### src/common/mcb_macros.svh
`ifndef MCB_MACROS_SVH
`define MCB_MACROS_SVH

//----------------------------------------------------------
// USI bus master subsystem sizing
//----------------------------------------------------------

// Slaves hung on the bus, at most 16
`define MCB_SLAVE_COUNT 4

// USI address width, command bit included
`define MCB_BUS_ADRS_BIT 16

// Words held by each register slave
`define MCB_SLAVE_REGS 4

// Cycles a read may stay open before the error flag
`define MCB_READ_TIMEOUT 8

`endif

### src/common/UsiBusPkg.sv
`include "mcb_macros.svh"

package UsiBusPkg;

	//----------------------------------------------------------
	// USI bus fields
	//----------------------------------------------------------
	typedef logic [31:0] usiDataT;
	typedef logic [`MCB_BUS_ADRS_BIT-1:0] usiAdrsT;

	// Target slave, address bits 15..12
	typedef logic [3:0] usiSlaveIdT;

	// Command bit, address bit 11
	typedef enum logic
	{
		usiCmdRead = 1'b0,
		usiCmdWrite = 1'b1
	} usiCmdT;

	// Register inside a slave, address bits 1..0
	typedef logic [1:0] usiRegIdxT;

	// Field decoders
	function automatic usiSlaveIdT usiSlaveId(input usiAdrsT adrs);
		return adrs[15:12];
	endfunction

	function automatic usiCmdT usiCmd(input usiAdrsT adrs);
		return usiCmdT'(adrs[11]);
	endfunction

	function automatic usiRegIdxT usiRegIdx(input usiAdrsT adrs);
		return adrs[1:0];
	endfunction

endpackage

### src/common/McbCsrPkg.sv
package McbCsrPkg;

	//----------------------------------------------------------
	// Host visible CSR map
	//----------------------------------------------------------
	typedef enum logic [7:0]
	{
		csrWdata = 8'd0,	// data for next command
		csrAdrs = 8'd1,		// USI address incl. command bit
		csrGo = 8'd2,		// any write fires the command
		csrRdata = 8'd3,	// last read return
		csrStatus = 8'd4
	} mcbCsrAdrsT;

	// Status word
	typedef struct packed
	{
		logic [11:0] rsvdHigh;
		// Valid vector seen with the last return
		logic [15:0] slaveValid;
		logic [1:0] rsvdLow;
		// Read timed out
		logic error;
		// Read in flight
		logic busy;
	} mcbStatusT;

endpackage

### src/UsiSlaveRegs.sv
`include "mcb_macros.svh"

module UsiSlaveRegs
	import UsiBusPkg::*;
#(
	parameter usiSlaveIdT slaveId = '0
)(
	input logic sysClk,
	input logic reset,
	// Broadcast command from the master
	input usiDataT usiWd,
	input usiAdrsT usiAdrs,
	input logic usiWEd,
	// Read return is zero when idle
	output usiDataT slvRd,
	output logic slvVd
);

	usiDataT regs [`MCB_SLAVE_REGS];
	logic hit;
	usiRegIdxT regIdx;

	// Address decode
	assign hit = usiWEd && (usiSlaveId(usiAdrs) == slaveId);
	assign regIdx = usiRegIdx(usiAdrs);

	//----------------------------------------------------------
	// Register file and read return
	//----------------------------------------------------------
	always_ff @(posedge sysClk)
	begin
		if (reset)
		begin
			for (int i = 0; i < `MCB_SLAVE_REGS; i++)
				regs[i] <= '0;
			slvRd <= '0;
			slvVd <= 1'b0;
		end
		else
		begin
			slvRd <= '0;
			slvVd <= 1'b0;
			if (hit && (usiCmd(usiAdrs) == usiCmdWrite))
				regs[regIdx] <= usiWd;
			else if (hit)
			begin
				// One pulse with the addressed word
				slvRd <= regs[regIdx];
				slvVd <= 1'b1;
			end
		end
	end

endmodule

### src/UsiReadCollector.sv
`include "mcb_macros.svh"

module UsiReadCollector
	import UsiBusPkg::*;
(
	input logic sysClk,
	input logic reset,
	input usiDataT slvRd [`MCB_SLAVE_COUNT],
	input logic [`MCB_SLAVE_COUNT-1:0] slvVd,
	output usiDataT usiRd,
	output logic [`MCB_SLAVE_COUNT-1:0] usiVd
);

	usiDataT mergedRd;

	// Idle slaves drive zero, so OR is a mux
	always_comb
	begin
		mergedRd = '0;
		for (int i = 0; i < `MCB_SLAVE_COUNT; i++)
			mergedRd = mergedRd | slvRd[i];
	end

	// Registered return toward the master
	always_ff @(posedge sysClk)
	begin
		if (reset)
		begin
			usiRd <= '0;
			usiVd <= '0;
		end
		else
		begin
			usiRd <= mergedRd;
			usiVd <= slvVd;
		end
	end

endmodule

### src/microController/MicroControllerCsr.sv
`include "mcb_macros.svh"

module MicroControllerCsr
	import UsiBusPkg::*;
	import McbCsrPkg::*;
(
	input logic sysClk,
	input logic reset,
	// CSR access from the handshake FSM
	input usiDataT csrWd,
	input mcbCsrAdrsT csrAdrs,
	input logic csrWr,
	input logic csrCke,
	output usiDataT csrRd,
	// Read return from the collector
	input usiDataT usiRd,
	input logic [`MCB_SLAVE_COUNT-1:0] usiVd,
	// Command and address share one port
	output usiDataT usiWd,
	output usiAdrsT usiAdrs,
	output logic usiWEd
);

	localparam int waitCntBit = $clog2(`MCB_READ_TIMEOUT + 1);
	localparam logic [waitCntBit-1:0] waitLast = waitCntBit'(`MCB_READ_TIMEOUT - 1);

	usiDataT wdataReg;
	usiAdrsT adrsReg;
	usiDataT rdataReg;
	mcbStatusT statusReg;
	logic [waitCntBit-1:0] waitCnt;
	logic goWrite;

	// Bus side is the held wdata and address
	assign usiWd = wdataReg;
	assign usiAdrs = adrsReg;

	// Go accepted only when idle
	assign goWrite = csrCke && csrWr && (csrAdrs == McbCsrPkg::csrGo) && !statusReg.busy;

	//----------------------------------------------------------
	// Register writes, command issue, return and timeout
	//----------------------------------------------------------
	always_ff @(posedge sysClk)
	begin
		if (reset)
		begin
			wdataReg <= '0;
			adrsReg <= '0;
			rdataReg <= '0;
			statusReg <= '0;
			waitCnt <= '0;
			usiWEd <= 1'b0;
		end
		else
		begin
			usiWEd <= goWrite;
			if (csrCke && csrWr && (csrAdrs == McbCsrPkg::csrWdata))
				wdataReg <= csrWd;
			if (csrCke && csrWr && (csrAdrs == McbCsrPkg::csrAdrs))
				adrsReg <= usiAdrsT'(csrWd);

			if (goWrite)
			begin
				statusReg.error <= 1'b0;
				waitCnt <= '0;
				// Only reads wait for a return
				if (usiCmd(adrsReg) == usiCmdRead)
					statusReg.busy <= 1'b1;
			end
			else if (statusReg.busy)
			begin
				if (|usiVd)
				begin
					rdataReg <= usiRd;
					statusReg.slaveValid <= 16'(usiVd);
					statusReg.busy <= 1'b0;
				end
				else if (waitCnt == waitLast)
				begin
					// No slave answered
					statusReg.busy <= 1'b0;
					statusReg.error <= 1'b1;
					statusReg.slaveValid <= '0;
				end
				else
					waitCnt <= waitCnt + waitCntBit'(1);
			end
		end
	end

	//----------------------------------------------------------
	// Read mux for the host
	//----------------------------------------------------------
	always_comb
	begin
		case (csrAdrs)
			McbCsrPkg::csrWdata:	csrRd = wdataReg;
			McbCsrPkg::csrAdrs:		csrRd = usiDataT'(adrsReg);
			McbCsrPkg::csrRdata:	csrRd = rdataReg;
			McbCsrPkg::csrStatus:	csrRd = statusReg;
			// Go and unmapped read as zero
			default:				csrRd = '0;
		endcase
	end

endmodule

### src/microController/MicroControllerBlock.sv
`include "mcb_macros.svh"

module MicroControllerBlock
	import UsiBusPkg::*;
	import McbCsrPkg::*;
(
	input logic sysClk,
	input logic reset,
	// Four-phase host command port
	input logic hostReq,
	input logic hostWr,
	input logic [7:0] hostAdrs,
	input usiDataT hostWd,
	output logic hostAck,
	output usiDataT hostRd,
	// USI master side
	input usiDataT usiRd,
	input logic [`MCB_SLAVE_COUNT-1:0] usiVd,
	output usiDataT usiWd,
	output usiAdrsT usiAdrs,
	output logic usiWEd
);

	//----------------------------------------------------------
	// Handshake FSM
	//----------------------------------------------------------
	typedef enum logic [1:0]
	{
		stIdle,
		stStrobe,
		stAck
	} hsStateT;

	hsStateT state;

	// Host command, held for the CSR
	usiDataT csrWd;
	mcbCsrAdrsT csrAdrs;
	logic csrWr;
	logic csrCke;
	usiDataT csrRd;

	always_ff @(posedge sysClk)
	begin
		if (reset)
		begin
			state <= stIdle;
			csrCke <= 1'b0;
			hostAck <= 1'b0;
			hostRd <= '0;
			csrWd <= '0;
			csrAdrs <= mcbCsrAdrsT'(8'd0);
			csrWr <= 1'b0;
		end
		else
		begin
			case (state)
				stIdle:
				begin
					// Ack drops one cycle after req seen low
					hostAck <= 1'b0;
					if (hostReq)
					begin
						csrWd <= hostWd;
						csrAdrs <= mcbCsrAdrsT'(hostAdrs);
						csrWr <= hostWr;
						csrCke <= 1'b1;
						state <= stStrobe;
					end
				end
				stStrobe:
				begin
					// Single strobe per request
					csrCke <= 1'b0;
					// Value from before the CSR side effect
					hostRd <= csrRd;
					state <= stAck;
				end
				default:
				begin
					if (hostReq)
						hostAck <= 1'b1;
					else
						state <= stIdle;
				end
			endcase
		end
	end

	//----------------------------------------------------------
	// CSR space and USI command issue
	//----------------------------------------------------------
	MicroControllerCsr microControllerCsr (
		.sysClk		(sysClk),
		.reset		(reset),
		.csrWd		(csrWd),
		.csrAdrs	(csrAdrs),
		.csrWr		(csrWr),
		.csrCke		(csrCke),
		.csrRd		(csrRd),
		.usiRd		(usiRd),
		.usiVd		(usiVd),
		.usiWd		(usiWd),
		.usiAdrs	(usiAdrs),
		.usiWEd		(usiWEd)
	);

endmodule

### src/UsiSubsystem.sv
`include "mcb_macros.svh"

module UsiSubsystem
	import UsiBusPkg::*;
(
	input logic sysClk,
	input logic reset,
	input logic hostReq,
	input logic hostWr,
	input logic [7:0] hostAdrs,
	input usiDataT hostWd,
	output logic hostAck,
	output usiDataT hostRd
);

	//----------------------------------------------------------
	// USI bus wires
	//----------------------------------------------------------
	usiDataT usiWd;
	usiAdrsT usiAdrs;
	logic usiWEd;
	usiDataT usiRd;
	logic [`MCB_SLAVE_COUNT-1:0] usiVd;
	usiDataT slvRd [`MCB_SLAVE_COUNT];
	logic [`MCB_SLAVE_COUNT-1:0] slvVd;

	// Bus master with host port
	MicroControllerBlock microControllerBlock (
		.sysClk		(sysClk),
		.reset		(reset),
		.hostReq	(hostReq),
		.hostWr		(hostWr),
		.hostAdrs	(hostAdrs),
		.hostWd		(hostWd),
		.hostAck	(hostAck),
		.hostRd		(hostRd),
		.usiRd		(usiRd),
		.usiVd		(usiVd),
		.usiWd		(usiWd),
		.usiAdrs	(usiAdrs),
		.usiWEd		(usiWEd)
	);

	// One register slave per bus id
	for (genvar i = 0; i < `MCB_SLAVE_COUNT; i++)
	begin : gSlave
		UsiSlaveRegs #(
			.slaveId	(usiSlaveIdT'(i))
		) usiSlaveRegs (
			.sysClk		(sysClk),
			.reset		(reset),
			.usiWd		(usiWd),
			.usiAdrs	(usiAdrs),
			.usiWEd		(usiWEd),
			.slvRd		(slvRd[i]),
			.slvVd		(slvVd[i])
		);
	end

	// Single drain point back to the master
	UsiReadCollector usiReadCollector (
		.sysClk		(sysClk),
		.reset		(reset),
		.slvRd		(slvRd),
		.slvVd		(slvVd),
		.usiRd		(usiRd),
		.usiVd		(usiVd)
	);

endmodule

### config.mk
export PLATFORM = sky130hd
export DESIGN_NAME = UsiSubsystem
export DESIGN_NICKNAME = d
export VERILOG_FILES = /design/src/common/UsiBusPkg.sv /design/src/common/McbCsrPkg.sv /design/src/UsiSlaveRegs.sv /design/src/UsiReadCollector.sv /design/src/microController/MicroControllerCsr.sv /design/src/microController/MicroControllerBlock.sv /design/src/UsiSubsystem.sv
export VERILOG_INCLUDE_DIRS = /design/src /design/src/common
export SDC_FILE = /design/constraint.sdc
export NUM_CORES = 1
export LEC_CHECK = 0
export ABC_AREA = 1
export BUFFER_PORTS_ARGS = -buffer_cell sky130_fd_sc_hd__buf_2
export CORE_UTILIZATION = 51
export CTS_BUF_LIST = sky130_fd_sc_hd__clkbuf_4 sky130_fd_sc_hd__clkbuf_8 sky130_fd_sc_hd__clkbuf_16
export DETAILED_ROUTE_END_ITERATION = 8
export PLACE_DENSITY_LB_ADDON = 0.15
export REMOVE_ABC_BUFFERS = 1
export SLEW_MARGIN = 5
export SYNTH_ARGS = -nofsm -noshare
export SYNTH_HDL_FRONTEND = slang
export SYNTH_SLANG_ARGS = --single-unit
export TNS_END_PERCENT = 5
### constraint.sdc
create_clock -name sysClk -period 2.47 [get_ports sysClk]
set_input_delay 0.247 -clock sysClk [delete_from_list [all_inputs] [get_ports sysClk]]
set_output_delay 0.247 -clock sysClk [all_outputs]
set_load 0.02 [all_outputs]
==> flow_metrics.env, run 1 <==
export IMPL_cp_arrival_ns=2.35
export IMPL_power_mw=29.9
export IMPL_status="finished, final reports clean"
export IMPL_synth_warnings=0
export IMPL_diodes=0
export IMPL_async_flop_share=0
export IMPL_critPathLaunchType="flip-flop"
export IMPL_clock_sinks=848
export IMPL_ios=77
export IMPL_fin_crit_sh=0.823
export IMPL_cts_tree="built"
export IMPL_cts_made_buffers=88
export IMPL_p_int_mw=23.6
export IMPL_io_buffers=76
export IMPL_ir_worst_vdd_v=0.000450
export IMPL_clk_latency_ns=0.64
export IMPL_fp_coreArea_um2=63200
export IMPL_drive_gt1_frac=0.114
export IMPL_antenna_found_initial=2
export IMPL_ant_nets=0
export IMPL_yosysTopAreaCell="edfxtp_1"
export IMPL_cts_setup_buffers=0
export IMPL_p_switching_mw=6.29
export IMPL_die_w_um=255
export IMPL_syn_area_per_cell_um2=9.91
export IMPL_fin_area_um2=37300
export IMPL_worst_pin_slew_ns=0.873
export IMPL_clkSlewWorstSetupHoldPaths_ns=0.06
export IMPL_nets=3392
export IMPL_p_per_area_nw_per_um2=801
export IMPL_routedWlPerCell_um=21.5
export IMPL_synth_cell_types=31
export IMPL_row_count=92
export IMPL_drt_wl_total_um=91700
export IMPL_p_seq_frac=0.517
export IMPL_hold_viol=0
export IMPL_max_cap_violations=0
export IMPL_placed_cell_area_um2=33900
export IMPL_grt_pass1_vias=22532
export IMPL_synth_edff_count=512
export IMPL_ctsResizeCount=0
export IMPL_power_frac_comb=0.035
export IMPL_dpl_cell_count=4060
export IMPL_max_clock_path_buffers=3
export IMPL_syn_inst=3294
export IMPL_cts_max_level=3
export IMPL_drtIter0Drc=2414
export IMPL_min_path_type="flip-flop to flip-flop"
export IMPL_instances_no_fill=4266
export IMPL_cp_required_ns=2.79
export IMPL_drv_slew=0
export IMPL_vias=23725
export IMPL_cts_root_buf="clkbuf_16"
export IMPL_slew_headroom=0.418
export IMPL_syn_cell_area_um2=32600
export IMPL_clock_fmax_ghz=0.492
export IMPL_dieArea_um2=65000
export IMPL_fp_dieH_um=255
export IMPL_rsz0062_at_grt="false"
export IMPL_area_growth_pct=14.3
export IMPL_power_leakage_nw=13.2
export IMPL_synthFlopType="edfxtp_1"
export IMPL_fillers=5239
export IMPL_gp_congestion=0.850
export IMPL_timing_final_crit_period_ns=2.03
export IMPL_synth_seq_area_share=0.677
export IMPL_switching_share=0.211
export IMPL_grt_pass1_wl_um=138000
export IMPL_cp_max_fo=23
export IMPL_holdWs_ns=0.413
export IMPL_finalSetupViolCount=0
export IMPL_hpwlAfterDp_um=53700
export IMPL_yosys_register_bits=848
export IMPL_end_kind="flip-flop"
export IMPL_viasPerCell=5.56
export IMPL_crit_type="flip-flop to flip-flop"
export IMPL_finClkSkew_ns=0.0251
export IMPL_synth_top_area_share=0.471
export IMPL_yosys_top_cells_area="edfxtp_1, dfxtp_1, nor2_1"
export IMPL_first_pass_iters=5
export IMPL_grt_max_degree=104
export IMPL_post_route_drc_count=0
export IMPL_start_util=0.516
export IMPL_clkPwrFrac=0.449
export IMPL_overflow=0
export IMPL_track_usage=0.285
cell usage in the layout, fill, tap and decap left out, types with 8 or more instances in the layout:
| cell type | count |
|---|---|
| clkbuf_4 | 31 |
| dfxtp_1 | 334 |
| clkbuf_8 | 15 |
| dlygate4sd3_1 | 43 |
| nand2_1 | 185 |
| nand3_1 | 16 |
| a21oi_1 | 227 |
| nor2_1 | 1185 |
| clkbuf_16 | 91 |
| clkinv_2 | 12 |
| inv_1 | 37 |
| o21ai_1 | 25 |
| buf_4 | 61 |
| nand4_1 | 8 |
| edfxtp_1 | 512 |
| clkinv_1 | 36 |
| nor2_2 | 29 |
| nor4_1 | 32 |
| o21ai_0 | 376 |
| buf_2 | 75 |
| buf_12 | 22 |
| nand2_2 | 25 |
sequential cells by signal, summed over array words and instances (netlist names), 16 cells and up:
signal                                            flops
microControllerBlock.microControllerCsr.rdataReg     32
microControllerBlock.hostRd                          32
gSlave.usiSlaveRegs.regs                            512
microControllerBlock.csrWd                           32
usiReadCollector.usiRd                               32
microControllerBlock.microControllerCsr.usiAdrs      16
microControllerBlock.microControllerCsr.usiWd        32
gSlave.usiSlaveRegs.slvRd                           128
cell families after synthesis:
family,share of synthesized area
adder cells (fa/ha/maj),0.000383
AO/OA/AOI/OAI,0.0971
AND/OR/NAND/NOR,0.181
flip-flops,0.677
buffers and inverters,0.0437
XOR/XNOR,0.000268
worst max-delay path: stages (launching register included):
cell and delay (ns):
dfxtp_1 0.33, nor2_2 0.17, nand4_1 0.15, nor2_2 0.18, nand2_2 0.10, nor2_4 0.11, nand2_2 0.07, nand2_2 0.32
buf_12 0.26
per-stage QoR:
step	util	worst slack, ns	TNS (ns)
after floorplan	-	-8.61	-6498.14
after global placement	0.536	0.458	0
after detailed placement	0.536	0.457	0
after CTS	0.590	0.447	0
after global routing	0.590	0.289	0
final	0.590	0.438	0
layout make-up:
cell class              instances  area (um2)  area share
well taps                     846        1060      0.0284
clock inverters                26         256     0.00688
flip-flops and latches        848       22100       0.593
inverters                      77         302     0.00809
multi-input cells            2131        9150       0.245
repair buffers                201        1700      0.0457
clock buffers                 137        2720      0.0728
timing repair:
action / in CTS / in global routing
hold endpoints to repair: 45 / 0
endpoints found under the setup margin: 0 / 0
hold buffers: 43 / 0
power by group through the flow:
stage / Sequential [mW] / Clock, mW / Combinational [mW]
after global placement: 15.7 / 0 / 0.961
after global routing: 15.5 / 14.1 / 1.13
after detailed placement: 15.7 / 0 / 0.982
after floorplan: 15.7 / 0 / 0.496
after CTS: 15.4 / 13.5 / 1.04
final: 15.4 / 13.4 / 1.04
routing by layer:
layer  track usage  part of all wire  up-vias
met3        0.0382             0.073      157
met2         0.467              0.47      969
met1         0.396              0.43    11544
met4        0.0857             0.029        0
met5             0                 0        -
li1              -                 -    11055
synthesized netlist by cell type (4+ instances only):
| cell type | number |
|---|---|
| edfxtp_1 | 512 |
| a31oi_1 | 4 |
| nor2_4 | 4 |
| buf_2 | 68 |
| a21oi_1 | 227 |
| nor4_1 | 32 |
| nand2_2 | 11 |
| nor3_1 | 7 |
| o21ai_1 | 25 |
| buf_1 | 26 |
| buf_6 | 19 |
| clkinv_1 | 33 |
| nand3_1 | 16 |
| o21ai_0 | 376 |
| dfxtp_1 | 336 |
| clkbuf_1 | 120 |
| nand4_1 | 8 |
| nor2_2 | 30 |
| inv_1 | 39 |
| inv_2 | 4 |
| nand2_1 | 199 |
| nor2_1 | 1185 |
path summary, 6_finish.rpt:
kind / start / endpoint / slack [ns] / depth (start not counted)
hold reg to reg: gSlave[1].usiSlaveRegs.slvVd / usiReadCollector.usiVd[1] / 0.41 / 2
setup reg to reg: flip-flop / gSlave[0].usiSlaveRegs.regs[0][20] / 0.44 / 8
hold / removal: gSlave[1].usiSlaveRegs.slvVd / usiReadCollector.usiVd[1] / 0.41 / 2
setup / recovery: flip-flop / gSlave[0].usiSlaveRegs.regs[0][20] / 0.44 / 8
No activity file was read; power rests on OpenSTA's default activity.
==> run 2, diff against run 1 <==
- clock period: 2.47 -> 2.05 ns (I/O delays scaled with it)
==> run 2 against run 1 <==
Compared with the run above:
- total power increased by 20%
- global-route usage about the same
- routed wire length about the same
- hold slack got worse by 0.065 ns
- non-clock buffer count increased by 36
- critical endpoint is now gSlave[2].usiSlaveRegs.regs[0][17]
==> flow_metrics.env, run 2 (synthesized netlist as in run 1, its figures left out) <==
export IMPL_die_w_um=255
export IMPL_cts_setup_buffers=0
export IMPL_rsz0062_at_grt="false"
export IMPL_cp_num_buf_inv=1
export IMPL_cts_root_buf="clkbuf_16"
export IMPL_min_path_type="primary input to flip-flop"
export IMPL_fillers=5244
export IMPL_fin_util=0.595
export IMPL_timing_final_crit_period_ns=1.93
export IMPL_worst_pin_slew_ns=0.702
export IMPL_drtIter0Drc=2238
export IMPL_diodes=0
export IMPL_track_usage=0.285
export IMPL_clock_fmax_ghz=0.517
export IMPL_ir_worst_vdd_v=0.000612
export IMPL_crit_path_max_incr_delay_ns=0.32
export IMPL_hold_viol=0
export IMPL_cp_max_fo=14
export IMPL_ctsResizeCount=0
export IMPL_routedWlPerCell_um=21.3
export IMPL_row_count=92
export IMPL_cts_max_level=3
export IMPL_post_route_drc_count=0
export IMPL_largest_register="gSlave.usiSlaveRegs.regs"
export IMPL_finClkSkew_ns=0.0229
export IMPL_grt_max_degree=78
export IMPL_clk_latency_ns=0.64
export IMPL_mostFrequentLayoutCells="nor2_1, edfxtp_1, o21ai_0"
export IMPL_path_delay_family="simple AND/OR/NAND/NOR gates"
export IMPL_cp_arrival_ns=2.26
export IMPL_ant_nets=0
export IMPL_drv_slew=0
export IMPL_slew_headroom=0.529
export IMPL_path_cells="nor2_2 -> nand4_1 -> nor2_2 -> nand2_2 -> nor2_4 -> nand2_4 -> nand2_2 -> buf_4"
export IMPL_drt_wl_total_um=91700
export IMPL_crit_type="flip-flop to flip-flop"
export IMPL_clkSlewWorstSetupHoldPaths_ns=0.06
export IMPL_io_buffers=76
export IMPL_ios=77
export IMPL_drive_gt1_frac=0.120
export IMPL_grt_pass1_wl_um=137000
export IMPL_cts_tree="built"
export IMPL_largest_register_ffs=512
export IMPL_vias=23969
export IMPL_p_per_area_nw_per_um2=951
export IMPL_final_common_cell="nor2_1"
export IMPL_power_leakage_nw=13.4
export IMPL_fp_coreArea_um2=63200
export IMPL_max_cap_violations=0
export IMPL_start_util=0.516
export IMPL_grt_pass1_vias=22916
export IMPL_holdWs_ns=0.348
export IMPL_nets=3427
export IMPL_area_growth_pct=15.2
export IMPL_status="finished, final reports clean"
export IMPL_fp_dieH_um=255
export IMPL_finalSetupViolCount=0
export IMPL_fin_crit_sh=0.943
export IMPL_critical_path_slowest_cell="dfxtp_1"
export IMPL_cts_made_buffers=87
export IMPL_hold_buffers=43
export IMPL_cp_required_ns=2.37
export IMPL_max_clock_path_buffers=3
export IMPL_reg_top3="gSlave.usiSlaveRegs.regs (512), gSlave.usiSlaveRegs.slvRd (128)"
export IMPL_antenna_found_initial=3
export IMPL_overflow=0
export IMPL_first_pass_iters=7
export IMPL_viasPerCell=5.57
export IMPL_gp_congestion=0.840
export IMPL_clock_sinks=848
export IMPL_dieArea_um2=65000
export IMPL_hpwlAfterDp_um=53800
export IMPL_end_kind="flip-flop"
export IMPL_critPathLaunchType="flip-flop"
run 2: cell types whose count changed in the layout (fill, tap and decap cells not counted), moves of 3 or more:
| cell | before | now |
|---|---|---|
| buf_4 | 61 | 87 |
| buf_12 | 22 | 32 |
| clkbuf_8 | 15 | 8 |
| clkbuf_4 | 31 | 26 |
| clkinv_1 | 36 | 46 |
| clkinv_2 | 12 | 15 |
| clkinvlp_4 | 3 | 0 |
run 2: report_power, final:
part	internal (mW)	switching, mW	leakage [nW]
combinational	0.392	0.928	3.94
sequential	18.4	0.158	8.00
clock	9.33	6.49	1.46
run 2: path summary, 6_finish.rpt:
kind / endpoint / start / slack [ns] / depth (start not counted)
worst max register to register: gSlave[2].usiSlaveRegs.regs[0][17] / flip-flop / 0.12 / 8
worst max-delay path: gSlave[2].usiSlaveRegs.regs[0][17] / flip-flop / 0.12 / 8
worst min register to register: usiReadCollector.usiVd[0] / gSlave[0].usiSlaveRegs.slvVd / 0.40 / 2
worst min-delay path: microControllerBlock.csrWd[8] / hostWd[8] / 0.35 / 4
run 2: cell type report:
type	count	area, um2	area share
clock buffer	124	2560	0.0680
clock inverter	38	318	0.00845
inverter	77	302	0.00802
multi-input combinational	2131	9150	0.243
sequential	848	22100	0.588
tap	846	1060	0.0282
timing repair buffer	237	2100	0.0558
run 2: worst min-delay path, cell delays in order:
cell           delay (ns)
dlygate4sd3_1        0.52
buf_2                0.09
o21ai_0              0.07
nor2_1               0.07
run 2: layer usage:
metal,global-route usage,vias to the layer above,wire length (um)
met5,0,-,0
met2,0.456,1025,42300
met4,0.115,0,3390
met1,0.379,11633,37600
met3,0.0587,180,8300
li1,-,11131,-
run 2: per-stage QoR:
| step | cell area (um2) | power [mW] | setup TNS [ns] | setup slack (ns) | std cells |
|---|---|---|---|---|---|
| floorplan | 31500 | 19.5 | -6994.06 | -9.03 | 3056 |
| global placement | 34300 | 20.2 | 0 | 0.149 | 4096 |
| detailed placement | 34300 | 20.2 | 0 | 0.181 | 4096 |
| CTS | 37600 | 35.9 | 0 | 0.160 | 4301 |
| global route | 37600 | 36.7 | 0 | 0.00939 | 4301 |
| finish | 37600 | 35.7 | 0 | 0.118 | 4301 |
